==> config.mk <==
export PLATFORM = sky130hd
export DESIGN_NAME = tcp_server_top
export DESIGN_NICKNAME = d
export VERILOG_FILES = /design/src/design/tcp_conn_pkg.sv /design/src/design/tcp_seg_pkg.sv /design/src/design/tcp_server_top.sv /design/src/design/tcp_tx_sched.sv /design/src/design/tcp_seg_builder.sv /design/src/design/tcp_conn_fsm.sv /design/src/design/tcp_bank_arbiter.sv /design/src/design/tcp_bank_slot.sv
export VERILOG_INCLUDE_DIRS = /design/src /design/src/design
export SDC_FILE = /design/constraint.sdc
export NUM_CORES = 1
export LEC_CHECK = 0
export BUFFER_PORTS_ARGS = -buffer_cell sky130_fd_sc_hd__buf_2
export CAP_MARGIN = 10
export CELL_PAD_IN_SITES_DETAIL_PLACEMENT = 0
export CELL_PAD_IN_SITES_GLOBAL_PLACEMENT = 2
export CORE_ASPECT_RATIO = 1.5
export CORE_UTILIZATION = 37
export DETAILED_ROUTE_END_ITERATION = 7
export GPL_TIMING_DRIVEN = 0
export PLACE_DENSITY_LB_ADDON = 0.2
export SLEW_MARGIN = 20
export SYNTH_ARGS = -nofsm -noshare
export SYNTH_HDL_FRONTEND = slang
export SYNTH_SLANG_ARGS = --single-unit
==> constraint.sdc <==
create_clock -name clk -period 6.3 [get_ports clk]
set_clock_uncertainty 0.05 [all_clocks]
set_input_delay 1.26 -clock clk [delete_from_list [all_inputs] [get_ports clk]]
set_output_delay 1.26 -clock clk [all_outputs]
set_load 0.005 [all_outputs]
==> src/design/tcp_defines.svh <==
`ifndef TCP_DEFINES_SVH
`define TCP_DEFINES_SVH

// Transmit memory banks feeding the data path
`define TCP_MEM_NUM 8

// Payload bytes carried by one data segment
`define TCP_SEG_BYTES 1450

// Listening port of the server
`define TCP_LOCAL_PORT 16'hF718

// Peer window must exceed this before a new data send
`define TCP_WIN_MIN 25000

// Data sends allowed between two received ACKs
`define TCP_MAX_INFLIGHT 16

`endif
==> src/design/tcp_conn_pkg.sv <==
`default_nettype none

package tcp_conn_pkg;

	typedef enum logic [5:0] {
		ST_LISTEN = 6'b00_0001,
		ST_SYN_RCVD = 6'b00_0010,
		ST_ESTABLISHED = 6'b00_0100,
		ST_CLOSE_WAIT = 6'b00_1000,
		ST_LAST_ACK = 6'b01_0000,
		ST_CLOSED = 6'b10_0000
	} conn_state_t;

	// Decoded flags of the segment consumed this cycle
	typedef struct packed {
		logic consume;
		logic syn;
		logic ack;
		logic fin;
		logic rst;
	} seg_event_t;

	typedef enum logic [2:0] {
		RESP_NONE,
		RESP_SYNACK,
		RESP_ACK,
		RESP_FINACK,
		RESP_RST,
		RESP_RSTACK
	} resp_kind_t;

endpackage

`default_nettype wire

==> src/design/tcp_seg_pkg.sv <==
`default_nettype none

package tcp_seg_pkg;

	typedef logic [31:0] seq_t;
	typedef logic [15:0] port_t;
	typedef logic [15:0] len_t;
	typedef logic [5:0] flags_t;

	// Bit positions in the flags field
	localparam int FLAG_FIN = 0;
	localparam int FLAG_SYN = 1;
	localparam int FLAG_RST = 2;
	localparam int FLAG_PSH = 3;
	localparam int FLAG_ACK = 4;
	localparam int FLAG_URG = 5;

	// Flag sets of the segments we send
	localparam flags_t FLAGS_SYNACK = 6'h12;
	localparam flags_t FLAGS_ACK = 6'h10;
	localparam flags_t FLAGS_PSHACK = 6'h18;
	localparam flags_t FLAGS_FINACK = 6'h11;
	localparam flags_t FLAGS_RSTACK = 6'h14;
	localparam flags_t FLAGS_RST = 6'h04;

endpackage

`default_nettype wire

==> src/design/tcp_server_top.sv <==
`timescale 1ns/1ps
`default_nettype none

`include "tcp_defines.svh"

module tcp_server_top
(
	input wire clk,
	input wire rst_n,
	input wire tcp_op_rcv_i,
	output logic tcp_op_rcv_rd_o,
	input wire tcp_seg_pkg::port_t tcp_source_port_i,
	input wire tcp_seg_pkg::flags_t tcp_flags_i,
	input wire tcp_seg_pkg::seq_t tcp_seq_num_i,
	input wire tcp_seg_pkg::seq_t tcp_ack_num_i,
	input wire tcp_seg_pkg::len_t tcp_data_len_i,
	input wire tcp_seg_pkg::len_t tcp_window_i,
	input wire tcp_seg_pkg::len_t ram_dat_len_i,
	input wire tcp_wdat_stop_i,
	input wire trnsmt_busy_i,
	input wire [`TCP_MEM_NUM-1:0] mem_wr_lock_flg_i,
	input wire [`TCP_MEM_NUM-1:0] mem_rd_lock_flg_i,
	output tcp_seg_pkg::port_t tcp_dest_port_o,
	output tcp_seg_pkg::flags_t tcp_flags_o,
	output tcp_seg_pkg::seq_t tcp_seq_num_o,
	output tcp_seg_pkg::seq_t tcp_ack_num_o,
	output tcp_seg_pkg::len_t tcp_data_len_o,
	output logic ctrl_cmd_start_o,
	output logic tcp_wdat_start_o,
	output logic tcp_state_listen_o,
	output logic tcp_state_estblsh_o,
	output logic [`TCP_MEM_NUM-1:0] mem_data_sel_o
);
	import tcp_conn_pkg::*;

	seg_event_t seg_event;
	conn_state_t state;
	logic seg_done;
	logic sel_rdy;
	logic [`TCP_MEM_NUM-1:0] bank_req;

	// --------------------------------------------------
	// Connection control
	// --------------------------------------------------
	tcp_conn_fsm i_conn_fsm
	(
		.clk(clk),
		.rst_n(rst_n),
		.tcp_op_rcv_i(tcp_op_rcv_i),
		.tcp_flags_i(tcp_flags_i),
		.tcp_source_port_i(tcp_source_port_i),
		.trnsmt_busy_i(trnsmt_busy_i),
		.ctrl_start_i(ctrl_cmd_start_o),
		.wdat_start_i(tcp_wdat_start_o),
		.tcp_op_rcv_rd_o(tcp_op_rcv_rd_o),
		.seg_event_o(seg_event),
		.state_o(state),
		.peer_port_o(tcp_dest_port_o)
	);

	tcp_seg_builder i_seg_builder
	(
		.clk(clk),
		.rst_n(rst_n),
		.seg_event_i(seg_event),
		.state_i(state),
		.tcp_seq_num_i(tcp_seq_num_i),
		.tcp_ack_num_i(tcp_ack_num_i),
		.tcp_data_len_i(tcp_data_len_i),
		.ram_dat_len_i(ram_dat_len_i),
		.wdat_start_i(tcp_wdat_start_o),
		.seg_done_i(seg_done),
		.tcp_flags_o(tcp_flags_o),
		.tcp_seq_num_o(tcp_seq_num_o),
		.tcp_ack_num_o(tcp_ack_num_o),
		.tcp_data_len_o(tcp_data_len_o),
		.ctrl_cmd_start_o(ctrl_cmd_start_o)
	);

	tcp_tx_sched i_tx_sched
	(
		.clk(clk),
		.rst_n(rst_n),
		.state_i(state),
		.seg_event_i(seg_event),
		.tcp_op_rcv_i(tcp_op_rcv_i),
		.trnsmt_busy_i(trnsmt_busy_i),
		.ctrl_start_i(ctrl_cmd_start_o),
		.tcp_ack_num_i(tcp_ack_num_i),
		.tcp_window_i(tcp_window_i),
		.seq_i(tcp_seq_num_o),
		.sel_rdy_i(sel_rdy),
		.tcp_wdat_stop_i(tcp_wdat_stop_i),
		.wdat_start_o(tcp_wdat_start_o),
		.seg_done_o(seg_done)
	);

	// --------------------------------------------------
	// Bank selection
	// --------------------------------------------------
	for (genvar b = 0; b < `TCP_MEM_NUM; b++)
	begin : g_slot
		tcp_bank_slot i_bank_slot
		(
			.clk(clk),
			.rst_n(rst_n),
			.wr_lock_i(mem_wr_lock_flg_i[b]),
			.rd_lock_i(mem_rd_lock_flg_i[b]),
			.selected_i(mem_data_sel_o[b]),
			.wdat_start_i(tcp_wdat_start_o),
			.req_o(bank_req[b])
		);
	end

	tcp_bank_arbiter #(
		.N_BANKS(`TCP_MEM_NUM)
	) i_bank_arbiter
	(
		.clk(clk),
		.rst_n(rst_n),
		.req_i(bank_req),
		.block_i(trnsmt_busy_i),
		.stop_i(seg_done),
		.sel_o(mem_data_sel_o),
		.sel_rdy_o(sel_rdy)
	);

	assign tcp_state_listen_o = (state == ST_LISTEN);
	assign tcp_state_estblsh_o = (state == ST_ESTABLISHED);

endmodule

`default_nettype wire

==> src/design/tcp_tx_sched.sv <==
`timescale 1ns/1ps
`default_nettype none

`include "tcp_defines.svh"

module tcp_tx_sched
(
	input wire clk,
	input wire rst_n,
	input wire tcp_conn_pkg::conn_state_t state_i,
	input wire tcp_conn_pkg::seg_event_t seg_event_i,
	input wire tcp_op_rcv_i,
	input wire trnsmt_busy_i,
	input wire ctrl_start_i,
	input wire tcp_seg_pkg::seq_t tcp_ack_num_i,
	input wire tcp_seg_pkg::len_t tcp_window_i,
	input wire tcp_seg_pkg::seq_t seq_i,
	input wire sel_rdy_i,
	input wire tcp_wdat_stop_i,
	output logic wdat_start_o,
	output logic seg_done_o
);
	import tcp_seg_pkg::*;
	import tcp_conn_pkg::*;

	localparam int CNT_W = $clog2(`TCP_MAX_INFLIGHT + 1);

	logic start_q;
	logic lock_q;
	logic send_ok;
	logic [CNT_W-1:0] cnt_q;
	seq_t win_q;

	// Idle means no waiting segment, no control send and no data in flight
	assign send_ok = (state_i == ST_ESTABLISHED) & ~tcp_op_rcv_i & ~ctrl_start_i &
		~lock_q & ~trnsmt_busy_i & (cnt_q < CNT_W'(`TCP_MAX_INFLIGHT)) &
		(win_q > seq_t'(`TCP_WIN_MIN)) & sel_rdy_i;

	always_ff @(posedge clk or negedge rst_n)
	begin
		if (!rst_n)
			start_q <= 1'b0;
		else
			start_q <= ~start_q & send_ok;
	end

	// Held from data start to encoder stop
	always_ff @(posedge clk or negedge rst_n)
	begin
		if (!rst_n)
			lock_q <= 1'b0;
		else if ((state_i == ST_CLOSED) | tcp_wdat_stop_i)
			lock_q <= 1'b0;
		else if (start_q)
			lock_q <= 1'b1;
	end

	always_ff @(posedge clk or negedge rst_n)
	begin
		if (!rst_n)
			cnt_q <= '0;
		else if ((state_i != ST_ESTABLISHED) | seg_event_i.ack)
			cnt_q <= '0;
		else if (start_q)
			cnt_q <= cnt_q + 1'b1;
	end

	// Usable peer window
	always_ff @(posedge clk or negedge rst_n)
	begin
		if (!rst_n)
			win_q <= '0;
		else if (seg_event_i.consume & (state_i == ST_SYN_RCVD))
			win_q <= seq_t'(tcp_window_i);
		else if (seg_event_i.consume & (state_i == ST_ESTABLISHED))
			win_q <= tcp_ack_num_i + seq_t'(tcp_window_i) - seq_i;
	end

	assign wdat_start_o = start_q;
	assign seg_done_o = tcp_wdat_stop_i & lock_q;

endmodule

`default_nettype wire

==> src/design/tcp_seg_builder.sv <==
`timescale 1ns/1ps
`default_nettype none

`include "tcp_defines.svh"

module tcp_seg_builder
(
	input wire clk,
	input wire rst_n,
	input wire tcp_conn_pkg::seg_event_t seg_event_i,
	input wire tcp_conn_pkg::conn_state_t state_i,
	input wire tcp_seg_pkg::seq_t tcp_seq_num_i,
	input wire tcp_seg_pkg::seq_t tcp_ack_num_i,
	input wire tcp_seg_pkg::len_t tcp_data_len_i,
	input wire tcp_seg_pkg::len_t ram_dat_len_i,
	input wire wdat_start_i,
	input wire seg_done_i,
	output tcp_seg_pkg::flags_t tcp_flags_o,
	output tcp_seg_pkg::seq_t tcp_seq_num_o,
	output tcp_seg_pkg::seq_t tcp_ack_num_o,
	output tcp_seg_pkg::len_t tcp_data_len_o,
	output logic ctrl_cmd_start_o
);
	import tcp_seg_pkg::*;
	import tcp_conn_pkg::*;

	resp_kind_t resp;
	logic ctrl_q;
	logic est_open;
	logic in_order;
	logic fin_est;
	seq_t seg_end;
	seq_t seq_q;
	seq_t ack_q;
	seq_t rcv_nxt_q;
	flags_t flags_q;
	len_t len_q;

	assign seg_end = tcp_seq_num_i + seq_t'(tcp_data_len_i);
	assign in_order = (tcp_seq_num_i == rcv_nxt_q);
	assign est_open = seg_event_i.ack & ~seg_event_i.syn & ~seg_event_i.rst &
		(state_i == ST_SYN_RCVD);
	assign fin_est = seg_event_i.fin & ~seg_event_i.rst & (state_i == ST_ESTABLISHED);

	// --------------------------------------------------
	// Response selection
	// --------------------------------------------------
	always_comb
	begin
		resp = RESP_NONE;
		case (state_i)
			ST_LISTEN:
				if (seg_event_i.syn & ~seg_event_i.ack & ~seg_event_i.rst)
					resp = RESP_SYNACK;
				else if (seg_event_i.ack & ~seg_event_i.rst)
					resp = RESP_RSTACK;
			// Out of order data still gets an ACK carrying the old number
			ST_ESTABLISHED:
				if (seg_event_i.ack & ~seg_event_i.fin & ~seg_event_i.rst &
					(tcp_data_len_i != '0))
					resp = RESP_ACK;
			ST_CLOSE_WAIT:
				resp = RESP_FINACK;
			ST_CLOSED:
				if (seg_event_i.consume & ~seg_event_i.rst)
					resp = seg_event_i.ack ? RESP_RSTACK : RESP_RST;
			default:
				resp = RESP_NONE;
		endcase
	end

	always_ff @(posedge clk or negedge rst_n)
	begin
		if (!rst_n)
			ctrl_q <= 1'b0;
		else
			ctrl_q <= (resp != RESP_NONE);
	end

	// --------------------------------------------------
	// Outgoing header fields
	// --------------------------------------------------
	always_ff @(posedge clk)
	begin
		if (wdat_start_i)
			flags_q <= FLAGS_PSHACK;
		else
		begin
			case (resp)
				RESP_SYNACK: flags_q <= FLAGS_SYNACK;
				RESP_ACK: flags_q <= FLAGS_ACK;
				RESP_FINACK: flags_q <= FLAGS_FINACK;
				RESP_RST: flags_q <= FLAGS_RST;
				RESP_RSTACK: flags_q <= FLAGS_RSTACK;
				default: flags_q <= flags_q;
			endcase
		end
	end

	// Control segments carry no payload
	always_ff @(posedge clk)
	begin
		if (wdat_start_i)
			len_q <= ram_dat_len_i;
		else if (resp != RESP_NONE)
			len_q <= '0;
	end

	// Send sequence starting from a zero ISS
	always_ff @(posedge clk or negedge rst_n)
	begin
		if (!rst_n)
			seq_q <= '0;
		else if (resp == RESP_SYNACK)
			seq_q <= '0;
		else if (resp == RESP_RSTACK)
			seq_q <= tcp_ack_num_i;
		else if (est_open | (resp == RESP_FINACK))
			seq_q <= seq_q + 32'd1;
		else if (seg_done_i)
			seq_q <= seq_q + seq_t'(`TCP_SEG_BYTES);
	end

	always_ff @(posedge clk)
	begin
		if (resp == RESP_SYNACK)
			ack_q <= tcp_seq_num_i + 32'd1;
		else if (resp == RESP_RSTACK)
			ack_q <= tcp_seq_num_i;
		else if (resp == RESP_RST)
			ack_q <= seg_end;
		else if (fin_est)
			ack_q <= tcp_seq_num_i + 32'd1;
		else if ((resp == RESP_ACK) & in_order)
			ack_q <= seg_end;
	end

	// Next in-order byte expected from the peer
	always_ff @(posedge clk or negedge rst_n)
	begin
		if (!rst_n)
			rcv_nxt_q <= '0;
		else if (est_open)
			rcv_nxt_q <= seg_end;
		else if ((resp == RESP_ACK) & in_order)
			rcv_nxt_q <= seg_end;
	end

	// Data fields appear together with the start pulse
	assign tcp_flags_o = wdat_start_i ? FLAGS_PSHACK : flags_q;
	assign tcp_seq_num_o = seq_q;
	assign tcp_ack_num_o = ack_q;
	assign tcp_data_len_o = wdat_start_i ? ram_dat_len_i : len_q;
	assign ctrl_cmd_start_o = ctrl_q;

endmodule

`default_nettype wire

==> src/design/tcp_conn_fsm.sv <==
`timescale 1ns/1ps
`default_nettype none

module tcp_conn_fsm
(
	input wire clk,
	input wire rst_n,
	input wire tcp_op_rcv_i,
	input wire tcp_seg_pkg::flags_t tcp_flags_i,
	input wire tcp_seg_pkg::port_t tcp_source_port_i,
	input wire trnsmt_busy_i,
	input wire ctrl_start_i,
	input wire wdat_start_i,
	output logic tcp_op_rcv_rd_o,
	output tcp_conn_pkg::seg_event_t seg_event_o,
	output tcp_conn_pkg::conn_state_t state_o,
	output tcp_seg_pkg::port_t peer_port_o
);
	import tcp_seg_pkg::*;
	import tcp_conn_pkg::*;

	conn_state_t state_q;
	seg_event_t ev;
	logic rd_q;
	logic open_req;
	port_t peer_port_q;

	// --------------------------------------------------
	// Segment intake
	// --------------------------------------------------
	// One read strobe per waiting segment, never back to back
	always_ff @(posedge clk or negedge rst_n)
	begin
		if (!rst_n)
			rd_q <= 1'b0;
		else
			rd_q <= tcp_op_rcv_i & ~rd_q & ~ctrl_start_i & ~wdat_start_i & ~trnsmt_busy_i;
	end

	always_comb
	begin
		ev.consume = rd_q & tcp_op_rcv_i;
		ev.syn = ev.consume & tcp_flags_i[FLAG_SYN];
		ev.ack = ev.consume & tcp_flags_i[FLAG_ACK];
		ev.fin = ev.consume & tcp_flags_i[FLAG_FIN];
		ev.rst = ev.consume & tcp_flags_i[FLAG_RST];
	end

	// Passive open request
	assign open_req = ev.syn & ~ev.ack & ~ev.rst & (state_q == ST_LISTEN);

	// Peer port remembered from the opening SYN
	always_ff @(posedge clk)
	begin
		if (open_req)
			peer_port_q <= tcp_source_port_i;
	end

	// --------------------------------------------------
	// Connection state
	// --------------------------------------------------
	always_ff @(posedge clk or negedge rst_n)
	begin
		if (!rst_n)
			state_q <= ST_LISTEN;
		else
		begin
			case (state_q)
				ST_LISTEN:
					if (open_req)
						state_q <= ST_SYN_RCVD;
				ST_SYN_RCVD:
					if (ev.rst)
						state_q <= ST_LISTEN;
					else if (ev.syn)
						state_q <= ST_CLOSED;
					else if (ev.ack)
						state_q <= ST_ESTABLISHED;
				ST_ESTABLISHED:
					if (ev.rst & (tcp_source_port_i == peer_port_q))
						state_q <= ST_CLOSED;
					else if (ev.fin)
						state_q <= ST_CLOSE_WAIT;
				// Our FIN goes out from here
				ST_CLOSE_WAIT:
					state_q <= ST_LAST_ACK;
				ST_LAST_ACK:
					if (ev.ack)
						state_q <= ST_CLOSED;
				default:
					state_q <= ST_LISTEN;
			endcase
		end
	end

	assign tcp_op_rcv_rd_o = rd_q;
	assign seg_event_o = ev;
	assign state_o = state_q;
	assign peer_port_o = peer_port_q;

endmodule

`default_nettype wire

==> src/design/tcp_bank_arbiter.sv <==
`timescale 1ns/1ps
`default_nettype none

module tcp_bank_arbiter
#(
	parameter int N_BANKS = 8
)
(
	input wire clk,
	input wire rst_n,
	input wire [N_BANKS-1:0] req_i,
	input wire block_i,
	input wire stop_i,
	output logic [N_BANKS-1:0] sel_o,
	output logic sel_rdy_o
);
	localparam int IDX_W = (N_BANKS > 1) ? $clog2(N_BANKS) : 1;

	logic [IDX_W-1:0] ptr_q;
	logic [IDX_W-1:0] gnt_idx_q;
	logic [IDX_W-1:0] pick_idx;
	logic pick_vld;
	logic [N_BANKS-1:0] pick_oh;

	// First requester at or after the pointer, lowest distance wins
	always_comb
	begin
		pick_vld = 1'b0;
		pick_idx = '0;
		for (int k = N_BANKS - 1; k >= 0; k--)
		begin
			if (req_i[(int'(ptr_q) + k) % N_BANKS])
			begin
				pick_vld = 1'b1;
				pick_idx = IDX_W'((int'(ptr_q) + k) % N_BANKS);
			end
		end
		pick_oh = '0;
		pick_oh[pick_idx] = pick_vld;
	end

	// Grant held until the segment ends
	always_ff @(posedge clk or negedge rst_n)
	begin
		if (!rst_n)
		begin
			sel_o <= '0;
			gnt_idx_q <= '0;
			ptr_q <= '0;
		end
		else if (|sel_o)
		begin
			if (stop_i)
			begin
				sel_o <= '0;
				ptr_q <= (gnt_idx_q == IDX_W'(N_BANKS - 1)) ? '0 : gnt_idx_q + 1'b1;
			end
		end
		else if (pick_vld & ~block_i)
		begin
			sel_o <= pick_oh;
			gnt_idx_q <= pick_idx;
		end
	end

	assign sel_rdy_o = |sel_o;

endmodule

`default_nettype wire

==> src/design/tcp_bank_slot.sv <==
`timescale 1ns/1ps
`default_nettype none

module tcp_bank_slot
(
	input wire clk,
	input wire rst_n,
	input wire wr_lock_i,
	input wire rd_lock_i,
	input wire selected_i,
	input wire wdat_start_i,
	output logic req_o
);
	logic claim_q;
	logic rd_lock_q;

	always_ff @(posedge clk or negedge rst_n)
	begin
		if (!rst_n)
			rd_lock_q <= 1'b0;
		else
			rd_lock_q <= rd_lock_i;
	end

	// Claim keeps one fill from being sent twice
	always_ff @(posedge clk or negedge rst_n)
	begin
		if (!rst_n)
			claim_q <= 1'b0;
		else if (~wr_lock_i | (rd_lock_i & ~rd_lock_q))
			claim_q <= 1'b0;
		else if (selected_i & wdat_start_i)
			claim_q <= 1'b1;
	end

	assign req_o = wr_lock_i & ~rd_lock_i & ~claim_q;

endmodule

`default_nettype wire

* Word level (Yosys, flattened, before mapping) *
Index checks and enable logic that the tools add are counted.

word-level totals
  latch bits = 0
  RAM bits = 0
  memories = 0
  input port bits = 155
  register bits = 211
  ROM bits = 0

operators by class
  $mul = 0
  add/sub/neg operators = 15
  bitwise gates (word level) = 130
  $lt $le $gt $ge = 12
  reduce and logical (&&, ||, !) cells = 32
  divide/modulo/power cells = 0
  eq/ne operators = 20
  shift-type cells = 0
  mux-type cells = 96

operators with widths
  operator                  count
  $mux W32                  12
  $and A1 B1 Y1             68
  $add A32 B1 Y32 const B   2
  $add A32 B16 Y32          2
  $pmux W6 S5               2
  $mux W16                  3
  $mux W6                   8
  $mux W1                   43
  $not A1 Y1                43
  $mux W3                   12
  $lt A4 B5 Y1 const B      7
  $add A32 B11 Y32 const B  1
  $eq A32 B32 Y1            1
  $gt A32 B15 Y1 const B    1
  $sub A32 B32 Y32          1
  $reduce_bool A2 Y1        14
  $bmux W1 S3               8
  $mux W8                   3
  $reduce_or A3 Y1          7
  $eq A16 B16 Y1            1
  $reduce_bool A16 Y1       1
  $add A3 B3 Y3 const B     4
  $pmux W3 S4               1
  $or A1 B1 Y1              11
  31 further kinds          49

* Longest topological paths before layout *
Gate-level depths: netlist of run 1.

  depth after elaboration = 21
  depth in mapped cells = 16
  mapped depth without buffers = 16

* Cells and area by module *
A second synthesis of run 1 with hierarchy kept.

unflattened totals
  cells, all modules = 1726
  area, all modules = 15732.6 um2

by module, submodules not included
  module            cells an instance  area each (um2)  times used
  tcp_seg_builder   907                8185.4           1
  tcp_tx_sched      523                4212.8           1
  tcp_bank_arbiter  145                1495.2           1
  tcp_conn_fsm      92                 1122.3           1
  tcp_bank_slot     7                  85.1             8
  tcp_server_top    3                  36.3             1

* Worst setup path before layout of run 1 *
No wires, ideal clock.

  kind = input-to-reg
  from = input tcp_ack_num_i[2]
  to = register i_tx_sched.win_q[28]
  data arrival time = 4.148 ns
  slack = 2.019 ns
  library setup time = 0.083 ns
  path buffers = 0
  cell stages on the path = 14
  required time = 6.167 ns
  path through = inv_1 > fa_1 > inv_1 > ha_1 > nor2b_1 > o31a_1 > o211ai_1 > a21oi_1 > o31ai_1 > a21oi_1 > a211o_1 > a2111oi_0 > a31oi_1 > o21ai_0

on the way
  word-level cells in the longest chain between the ends = 4

ends and longest elaborated chain
  item                  line                  RTL
  start, declared       tcp_server_top.sv:15  input wire tcp_seg_pkg::seq_t tcp_ack_num_i,
  $add A32 B16 Y32      tcp_tx_sched.sv:76    win_q <= tcp_ack_num_i + seq_t'(tcp_window_i) - seq_i;
  $sub A32 B32 Y32      tcp_tx_sched.sv:76
  $mux W32              tcp_tx_sched.sv:75    else if (seg_event_i.consume & (state_i == ST_ESTABLISHED))
  $mux W32              tcp_tx_sched.sv:73    else if (seg_event_i.consume & (state_i == ST_SYN_RCVD))
  end signal, assigned  tcp_tx_sched.sv:74    win_q <= seq_t'(tcp_window_i);
  end signal, assigned  tcp_tx_sched.sv:76
  end, declared         tcp_tx_sched.sv:32    seq_t win_q;

No other way between the ends. The select of a mux whose other input is x is not followed.
A chain may end at the register's enable or synchronous reset.

* Worst setup path after layout of run 1 *
  from = register i_bank_arbiter.ptr_q[1]
  to = register i_bank_arbiter.gnt_idx_q[1]

on the way
  word-level cells in the longest chain between the ends = 14
  elaborated cells on any way between the ends = 48
  those cells by class = add/sub (7); mux (39); bitwise (1); reduce/logical (1)

ends and longest elaborated chain
  item                                        line                                            RTL
  start, declared                             tcp_bank_arbiter.sv:19                          logic [IDX_W-1:0] ptr_q;
  start signal, assigned                      tcp_bank_arbiter.sv:56                          ptr_q <= (gnt_idx_q == IDX_W'(N_BANKS - 1)) ? '0 : gnt_idx_q + 1'b1;
  $add A3 B3 Y3                               tcp_bank_arbiter.sv:32, tcp_bank_arbiter.sv:35
  $bmux W1 S3                                 tcp_bank_arbiter.sv:32                          if (req_i[(int'(ptr_q) + k) % N_BANKS])
  $mux W1 (implied by the code) (2 in a row)  tcp_bank_arbiter.sv:32
  $mux W1 (8 in a row)                        tcp_bank_arbiter.sv:32
  $and A1 B1 Y1                               tcp_bank_arbiter.sv:59                          else if (pick_vld & ~block_i)
  $reduce_and A2 Y1 (no source line)          --
  end signal, assigned                        tcp_bank_arbiter.sv:62                          gnt_idx_q <= pick_idx;
  end, declared                               tcp_bank_arbiter.sv:20                          logic [IDX_W-1:0] gnt_idx_q;

Several ways; a longest one is shown, not always the timed one. The select of a mux whose other input is x is not followed.

==> results of run 1 <==
Yosys cell counts, drive strengths merged, types with 18 or more instances:
cell type	number	area share [%]
a21o	20	0.99
a21oi	133	4.4
a31oi	21	0.87
and2	29	1.2
and3	25	1.0
buf	27	0.95
clkbuf	59	1.5
dfrtp	140	23
edfxtp	64	13
ha	71	5.9
inv	113	2.8
mux2	39	2.9
mux4	18	2.7
nand2	144	3.6
nand3	49	1.6
nand4	19	0.79
nor2	131	3.3
nor3	28	0.93
nor4	28	1.2
o21ai	135	4.5
xnor2	62	3.6
xor2	73	4.2
critical path: stages (launching register included):
cell	delay [ps]
dfrtp_1	470
inv_1	150
clkbuf_1	450
ha_1	200
clkbuf_1	310
clkbuf_1	480
mux4_2	380
o21ai_0	340
a21oi_1	70
o32ai_1	480
nand2_1	100
a31oi_1	680
mux2_2	280
layout make-up:
class / count / area (um2) / share of cell area (%)
inverters: 114 / 428 / 2.38
plain buffers: 86 / 365 / 2.03
multi-input cells: 1274 / 8780 / 48.8
repair buffers: 261 / 1350 / 7.51
clock buffers: 35 / 703 / 3.91
flip-flops and latches: 210 / 5550 / 30.9
well taps: 506 / 633 / 3.52
clock inverters: 9 / 170 / 0.946
cells by family (layout without fill, tap and decap cells):
family	after synthesis	count (layout)	synth area share [%]
buffers and inverters	200	505	5.25
DFF	210	210	36.7
adders and majority gates	88	88	8.13
and+or+nand+nor	528	528	17.1
AOI/OAI and AO/OA	454	454	18.6
other	1	1	0.0248
xor gates and xnor gates	135	135	7.82
muxes	68	68	6.31
sequential cells by signal, indices dropped and copies added, names as in the netlist:
name,cells
i_tx_sched.cnt_q,5
i_bank_arbiter.ptr_q,3
i_seg_builder.tcp_ack_num_o,32
i_seg_builder.len_q,16
i_tx_sched.lock_q,1
i_bank_arbiter.gnt_idx_q,3
g_slot.i_bank_slot.rd_lock_q,8
i_conn_fsm.state_o,6
g_slot.i_bank_slot.claim_q,8
i_seg_builder.ctrl_cmd_start_o,1
i_seg_builder.flags_q,5
i_bank_arbiter.sel_o,8
i_conn_fsm.peer_port_o,16
i_seg_builder.tcp_seq_num_o,32
i_seg_builder.rcv_nxt_q,32
i_conn_fsm.tcp_op_rcv_rd_o,1
i_tx_sched.win_q,32
i_tx_sched.wdat_start_o,1
power breakdown:
part	switching [mW]	total [mW]	internal (mW)	leakage (nW)
sequential	0.175	1.69	1.52	2.52
clock	0.602	1.58	0.976	0.422
combinational	1.12	2.01	0.886	5.09
total	1.90	5.28	3.38	8.03
metrics by stage:
stage	area [um2]	hold slack [ps]	TNS, ps	std cells	setup slack (ps)
after detailed placement	17100	394	0	2451	1190
after floorplan	15100	369	0	1684	2020
after global placement	17000	382	-870	2445	-33.7
after CTS	18000	414	0	2495	1740
after global routing	18000	440	0	2495	1530
final	18000	409	0	2495	1790
routing by layer:
layer | wire, um | global-route usage (%) | vias up
met5 | 77 | 0 | -
met4 | 3060 | 14.5 | 12
met3 | 2240 | 3.30 | 142
met2 | 29100 | 49.6 | 421
met1 | 19700 | 26.2 | 6648
li1 | - | - | 6655
how the worst min path moves through the flow:
stage	end	slack [ps]	cells after the start
2_1_floorplan	i_seg_builder.flags_q[3]	370	1
3_3_place_gp	i_seg_builder.flags_q[3]	380	1
3_5_place_dp	i_seg_builder.flags_q[4]	390	1
4_1_cts	i_seg_builder.flags_q[4]	410	1
5_1_grt	i_seg_builder.flags_q[4]	440	1
6_report	i_seg_builder.flags_q[4]	410	1
==> results.md, run 1 <==
* Status: finished, final reports clean
* CTS Buffer Depth at 3
* Mapped Cells at 1684
* PwrDens at 293 nW/um2
* Root Driver: clkbuf_16
* Largest net degree at the start of global routing at 81
* Layout area overhead at 19.0%
* Final GP Congestion at 0.940
* Worst vdd ir at 170 uV
* Initial antenna violation count at 6
* Global route total overflow at 0
* Clock slew seen by the registers of the worst setup and hold paths at ~60 ps
* Port Buffers at 255
* Most common cell after layout, fill and taps aside: buf_2
* Predominant post-synthesis flop cell: dfrtp_1
* Number of flops mapped to enable cells by yosys at 64
* Wire per inst at 21.7 um
* Total wire length at 54.2 mm
* CTS Sinks at 210
* WP data required at 6730 ps
* Synth unique cells at 80
* Synth Area per Inst at roughly 9 um2
* Fin crit share at 71.6%
* CTS tree: yes
* Vias in the first global route at 14100
* Worst setup SP type: register
* Die H at 250 um
* Final setup viols at 0
* Reg2Reg Setup Slack at 1790 ps
* Ys Warns at 0
* H-tree Lvls at 1
* Synth Cell Area at approximately 15000 um2
* Post_cts resized at 0
* CP Capture Type: register
* Die width at 167 um
* RR Endpoint: i_bank_arbiter.gnt_idx_q[1]
* Crit path time final at ~4500 ps
* Core box area at 40200 um2
* Final hold violations at 0
* First-pass GRT wire length at 81.7 mm
* Slew headroom at 28.8%
* Hold WC Path Type: reg -> reg
* Max-slew violations at 0
* Die area at 41700 um2
* Drt drc at 0
* DRT iter0 DRCs at 582
* CP arrival at 4940 ps
* CP endpoint: i_bank_arbiter.gnt_idx_q[1]
* Cts bufs inserted at 24
* # hold bufs at CTS at 0
* Standard-cell rows at 90
* Slew @ Worst Pin at ~1100 ps
* CP Launch Point: i_bank_arbiter.ptr_q[1]
* Worst Reg2Reg Path Length in Cells at 12
* Fillers at 4014
* Seq/Total Area, Yosys at 36.7%
* Clk_lat worst skew at around 550 ps
* Reg2reg start: i_bank_arbiter.ptr_q[1]
* Routed Antenna Nets at 0
* Async SR Flop Fraction at 67.1%
* Max cap viols at 0
* Starting Density at 37.6%
* Share of cells above drive strength 1 at 19.9%
* Pleak at 8.03 nW
* First drt pass iteration count at 7
* Postcts setup bufs at 0
* DPL Wire Length at between 40 and 50 mm
* Vias per cell at 5.56
* GR Util All Layers at 25.7%
* Crit path max fanout at 10
* Most frequent cells in the layout: 261 x buf_2, 144 x nand2_1, 140 x dfrtp_1
* Fmax at 222 MHz
* Inserted Diodes at 0
* Setup CP Type: reg -> reg
* # IOs at 270
* Via count at 13900
* Final core utilization at 44.7%
* Total power at around 5.3 mW
* Syn_nets at between 1500 and 2000
* RSZ-0062 raised after global routing: no
* Yosys reg bits at 210
* Nets at 2214
* HP Start: i_seg_builder.flags_q[4]
Note: power is estimated with default switching activity, not from simulation.
==> run 2: changes to the inputs <==
Settings changed: CORE_UTILIZATION 37 to 35.
Clock period 6.3 ns to 4.4 ns, I/O delays scaled along.
==> run 2 against run 1 <==
  * Sequential cell count is the same
  * Sequential power grew 44%
  * Critical path depth is the same
  * Largest cell class unchanged
  * Final area grew 0.35%
  * Core utilization shrank 2.1 points
  * Critical path type unchanged
==> results.md, run 2 (same netlist as run 1, synthesis figures left out) <==
* Status: finished, final reports clean
* RR Endpoint: i_seg_builder.tcp_ack_num_o[7]
* Worst Hold Slack at 244 ps
* Root Driver: clkbuf_16
* H-tree Lvls at 1
* Setup WS pre-CTS at -324 ps
* Slew headroom at 23.2%
* CTS Sinks at 210
* GR Util All Layers at 25.1%
* CTS Buffer Depth at 3
* Crit path max fanout at 10
* Drt drc at 0
* Worst vdd ir at about 290 uV
* WP data required at 4640 ps
* Final TNS setup at 0 ps
* Non-filler cells, final at ~2600
* Slew @ Worst Pin at roughly 1100 ps
* Total wire length at 55.4 mm
* Final hold violations at 0
* Fillers at around 4400
* CP arrival at 4430 ps
* Most frequent cells in the layout: 261 x buf_2, 144 x nand2_1, 140 x dfrtp_1
* CP Capture Type: register
* DPL Wire Length at between 40 and 50 mm
* CTS tree: yes
* Worst setup SP type: register
* Total power at 7.45 mW
* Die H at 257 um
* Fin crit share at 95.2%
* Inst Count DP at 2508
* Global route total overflow at 0
* Nets at 2217
* Area occupied by multi-input gates at around 9000 um2
* Top cell family by delay on the critical path: buffers and inverters
* Pleak at roughly 8.0 nW
* Reg2Reg Setup Slack at around 210 ps
* Critical Path Most Common Cell: clkbuf_1
* Hold WC Path Type: in -> async
* Vias in the first global route at 14100
* Starting Density at a little over a third
* Largest net degree at the start of global routing at between 80 and 90
* Via count at between 10000 and 15000
* Worst Reg2Reg Path Length in Cells at 12
* Setup CP Type: reg -> reg
* # IOs at 270
* First drt pass iteration count at 7
* Max-slew violations at 0
* DRT iter0 DRCs at around 690
* FF/Latch Area at 5550 um2
* PwrDens at 413 nW/um2
* Wire per inst at around 22 um
* First-pass GRT wire length at approximately 83 mm
* Die area at 44100 um2
* Standard-cell rows at 92
* Final setup viols at 0
* Crit path time final at around 4200 ps
* CP max stage delay at approximately 670 ps
* Cts bufs inserted at 25
* Port Buffers at approximately 260
* Post-route cell area at between 15000 and 20000 um2
* Initial antenna violation count at 9
* Vias per cell at 5.49
* Clk_lat worst skew at roughly 560 ps
* RSZ-0062 raised after global routing: no
* Final core utilization at 42.6%
* Worst path cell trace: clkbuf_1 -> nor4_1 -> and3b_1 -> clkbuf_1 -> o21a_1 -> o21a_1 -> clkbuf_2 -> nand2_1 -> clkbuf_1 -> buf_1 -> o21ai_0 -> a221o_1
* Max cap viols at 0
* Share of cells above drive strength 1 at 20.3%
* Most common cell after layout, fill and taps aside: buf_2
* Clock slew seen by the registers of the worst setup and hold paths at 60 ps
* Reg2reg start: i_conn_fsm.state_o[3]
* Routed Antenna Nets at 0
* Core box area at approximately 42000 um2
* Fmax at between 200 and 250 MHz
* Worst Path Buf+Inv at 5
* Slowest cell on crit path: buf_1
* Final GP Congestion at 0.938
* Die width at between 150 and 200 um
* Dpl cell area at 17200 um2
* Layout area overhead at 19.4%
* Final worst slack at approximately 210 ps
## run 2: cell types whose count changed in the layout (fill, tap and decap cells not counted), moves of 2 or more
cell	change
clkinv_2	+2
bufinv_16	-2
clkinvlp_4	+2
buf_4	+2
diode_2	+7
clkbuf_1	-4
clkbuf_2	+4
clkbuf_8	-3
## run 2: metal layers
layer / up-vias / track usage (%) / part of all wire [%]
met3: 131 / 3.95 / 5.4
met5: - / 0 / 0.047
met4: 4 / 12.3 / 5.3
li1: 6657 / - / -
met2: 466 / 47.2 / 54
met1: 6807 / 26.5 / 36
## run 2: final cells by class
class	count	area share, %
Clock buffer	32	3.67
Sequential cell	210	30.8
Clock inverter	14	0.860
Multi-Input combinational cell	1274	48.7
Inverter	114	2.39
Timing Repair Buffer	263	7.57
Buffer	86	2.05
Antenna cell	7	0.0970
Tap cell	564	3.91
## run 2: report_power, final
group / total (mW) / switching (mW) / internal [mW] / leakage, nW
sequential: 2.43 / 0.255 / 2.17 / 2.52
combinational: 2.89 / 1.62 / 1.27 / 5.10
clock: 2.13 / 0.890 / 1.24 / 0.395
total: 7.45 / 2.76 / 4.69 / 8.02
## run 2: how the worst max path moves through the flow
stage / start / to / slack (ps) / cells past startpoint
3_5_place_dp: tcp_data_len_i[2] / i_seg_builder.rcv_nxt_q[26] / -320 / 10
5_1_grt: i_seg_builder.tcp_seq_num_o[1] / i_tx_sched.win_q[31] / 40 / 13
3_3_place_gp: tcp_data_len_i[2] / i_seg_builder.tcp_ack_num_o[3] / -1700 / 6
2_1_floorplan: tcp_ack_num_i[2] / i_tx_sched.win_q[28] / 500 / 14
6_report: i_conn_fsm.state_o[3] / i_seg_builder.tcp_ack_num_o[7] / 210 / 12
4_1_cts: i_conn_fsm.state_o[3] / i_seg_builder.tcp_ack_num_o[4] / 2 / 11
## run 2: repair_timing
action                     CTS  global route
buffers inserted             0             3
pin swaps                    0             2
hold buffers                 0             0
setup endpoints to repair   23            24
resized for setup            3             6
==> run 3: changes to the inputs <==
Settings changed: CORE_UTILIZATION 35 to 36, CTS_BUF_LIST from default to sky130_fd_sc_hd__clkbuf_8, GPL_TIMING_DRIVEN 0 to default.
==> run 3 against run 2 <==
  * Sequential power fell by 2%
  * Combinational power grew 4%
  * Fmax grew 9.5%
  * Sequential share of layout area down 0.23 points
==> results.md, run 3 (same netlist as run 1, synthesis figures left out) <==
* Total power at around 7.4 mW
* Setup WS pre-CTS at -73.7 ps
* First drt pass iteration count at 5
* Root Driver: clkbuf_8
* Vias per cell at 5.33
* Gr busiest metal: met2
* RSZ-0062 raised after global routing: no
* Cts bufs inserted at 39
* Crit path time final at 3820 ps
* Pleak at 8.26 nW
* CTS Sinks at between 200 and 250
* Routed Antenna Nets at 0
* Final core utilization at 44.1%
* Final TNS setup at 0 ps
* WP depth at 13
* Top cell family by delay on the critical path: compound AO/OA/AOI/OAI gates
* First-pass GRT wire length at 78.4 mm
* Core box area at 41200 um2
* Slowest cell on crit path: fa_1
* Crit path max fanout at 8
* Worst vdd ir at 171 uV
* Postcts setup bufs at 0
* Nets at 2215
* WP data required at 4780 ps
* Standard-cell rows at slightly above 90
* Worst Reg2Reg Path Length in Cells at 13
* Global route total overflow at 0
* Inst Count DP at approximately 2500
* Max-slew violations at 0
* Final setup viols at 0
* Hold WC Path Type: in -> async
* CTS tree: yes
* GR Util All Layers at 24.0%
* Slew headroom at a little under a third
* Fillers at 4226
* Die area at 42800 um2
* DPL Wire Length at 39.7 mm
* Fmax at ~260 MHz
* PwrDens at approximately 400 nW/um2
* Critical Path Most Common Cell: a31oi_1
* Die H at 253 um
* Non-filler cells, final at 2567
* Worst Path Buf+Inv at 1
* Largest net degree at the start of global routing at 77
* Max cap viols at 0
* Share of cells above drive strength 1 at 23.6%
* Most frequent cells in the layout: 265 x buf_2, 144 x nand2_1, 139 x dfrtp_1
* DRT iter0 DRCs at about 700
* Net Sw Frac at 37.1%
* CP arrival at roughly 4200 ps
* Reg power frac at 32.2%
* # IOs at 270
* Clock slew seen by the registers of the worst setup and hold paths at 60 ps
* CP max stage delay at 580 ps
* Wire per inst at between 20 and 25 um
* H-tree Lvls at 2
* Final GP Congestion at 0.917
* Starting Density at 36.7%
* Drt drc at 0
* Setup CP Type: reg -> reg
* Total wire length at a little over 50 mm
* Fin crit share at 86.9%
* M2 GR Usage at 44.1%
* Part of the power in the clock network at 27.2%
* Worst path cell trace: fa_1 -> inv_1 -> ha_1 -> a211oi_1 -> nor2_1 -> a31oi_1 -> a21oi_1 -> a31o_2 -> a21boi_0 -> o21ai_0 -> a31oi_1 -> xor2_1 -> o31ai_1
* CTS Buffer Depth at 3
* Met3 Use GR at 4.36%
* Reg2Reg Setup Slack at 580 ps
* Initial antenna violation count at 10
* Post_cts resized at 0
* Worst Hold Slack at roughly 280 ps
* Slew @ Worst Pin at a little over 1000 ps
* # hold bufs at CTS at 0
* Final worst slack at between 500 and 600 ps
* Grt met1 use at around 26%
* Post-route cell area at 18200 um2
* Worst setup SP type: register
* Clk_lat worst skew at 590 ps
* Pint at 4.66 mW
* Most common cell after layout, fill and taps aside: buf_2
* Final hold violations at 0
* Vias in the first global route at about 14000
* Comb pwr share at 40.6%
* Layout area overhead at 20.3%
* Via count at 13700
* Status: finished, final reports clean
* Die width at 169 um
* Switching power at 2.74 mW
* Port Buffers at 266
* CP Capture Type: register
* Dpl cell area at 17400 um2
-- run 3: changes by cell type in the layout (fill, tap and decap cells not counted), moves of 11 or more --
| cell | previous run | this run |
|---|---|---|
| buf_1 | 11 | 0 |
| clkbuf_16 | 25 | 0 |
| buf_4 | 16 | 63 |
| clkbuf_1 | 61 | 0 |
| inv_1 | 111 | 126 |
| clkbuf_8 | 1 | 51 |
-- run 3: layout make-up --
| type | count | area (um2) | share of cell area [%] |
|---|---|---|---|
| Clock inverter | 21 | 116 | 0.640 |
| Clock buffer | 51 | 702 | 3.86 |
| Sequential cell | 210 | 5550 | 30.5 |
| Inverter | 114 | 428 | 2.35 |
| Timing Repair Buffer | 333 | 1890 | 10.4 |
| Multi-Input combinational cell | 1274 | 8780 | 48.3 |
| Antenna cell | 6 | 15.0 | 0.0826 |
| Tap cell | 558 | 698 | 3.84 |
-- run 3: power by group through the flow --
stage	clock (mW)	sequential (mW)	combinational, mW
2_1_floorplan	0	2.37	2.06
3_3_place_gp	0	2.42	2.99
3_5_place_dp	0	2.42	3.01
4_1_cts	2.08	2.39	3.02
5_1_grt	2.15	2.41	3.38
6_report	2.02	2.39	3.00
-- run 3: path summary, 6_finish.rpt --
path,startpoint,to
max,i_seg_builder.tcp_seq_num_o[1],i_tx_sched.win_q[29]
min,rst_n,g_slot[0].i_bank_slot.rd_lock_q
max reg2reg,i_seg_builder.tcp_seq_num_o[1],i_tx_sched.win_q[29]
min reg2reg,i_seg_builder.flags_q[3],i_seg_builder.flags_q[3]
max in group asynchronous,rst_n,i_seg_builder.tcp_seq_num_o[25]
min in group clk,mem_rd_lock_flg_i[4],g_slot[4].i_bank_slot.rd_lock_q
-- run 3: metal layers --
metal / share of wire, % / wire [um]
met2: 52 / 26800
met5: 0.064 / 33
met4: 5.5 / 2810
met3: 4.6 / 2380
met1: 38 / 19400
-- run 3: worst reg2reg max path: stages (launching register included) --
cell      delay, ps
dfrtp_1         490
fa_1            580
inv_1            60
ha_1            310
a211oi_1        270
nor2_1          140
a31oi_1         310
a21oi_1         160
a31o_2          310
a21boi_0        240
o21ai_0         230
a31oi_1         240
xor2_1          190
o31ai_1          90
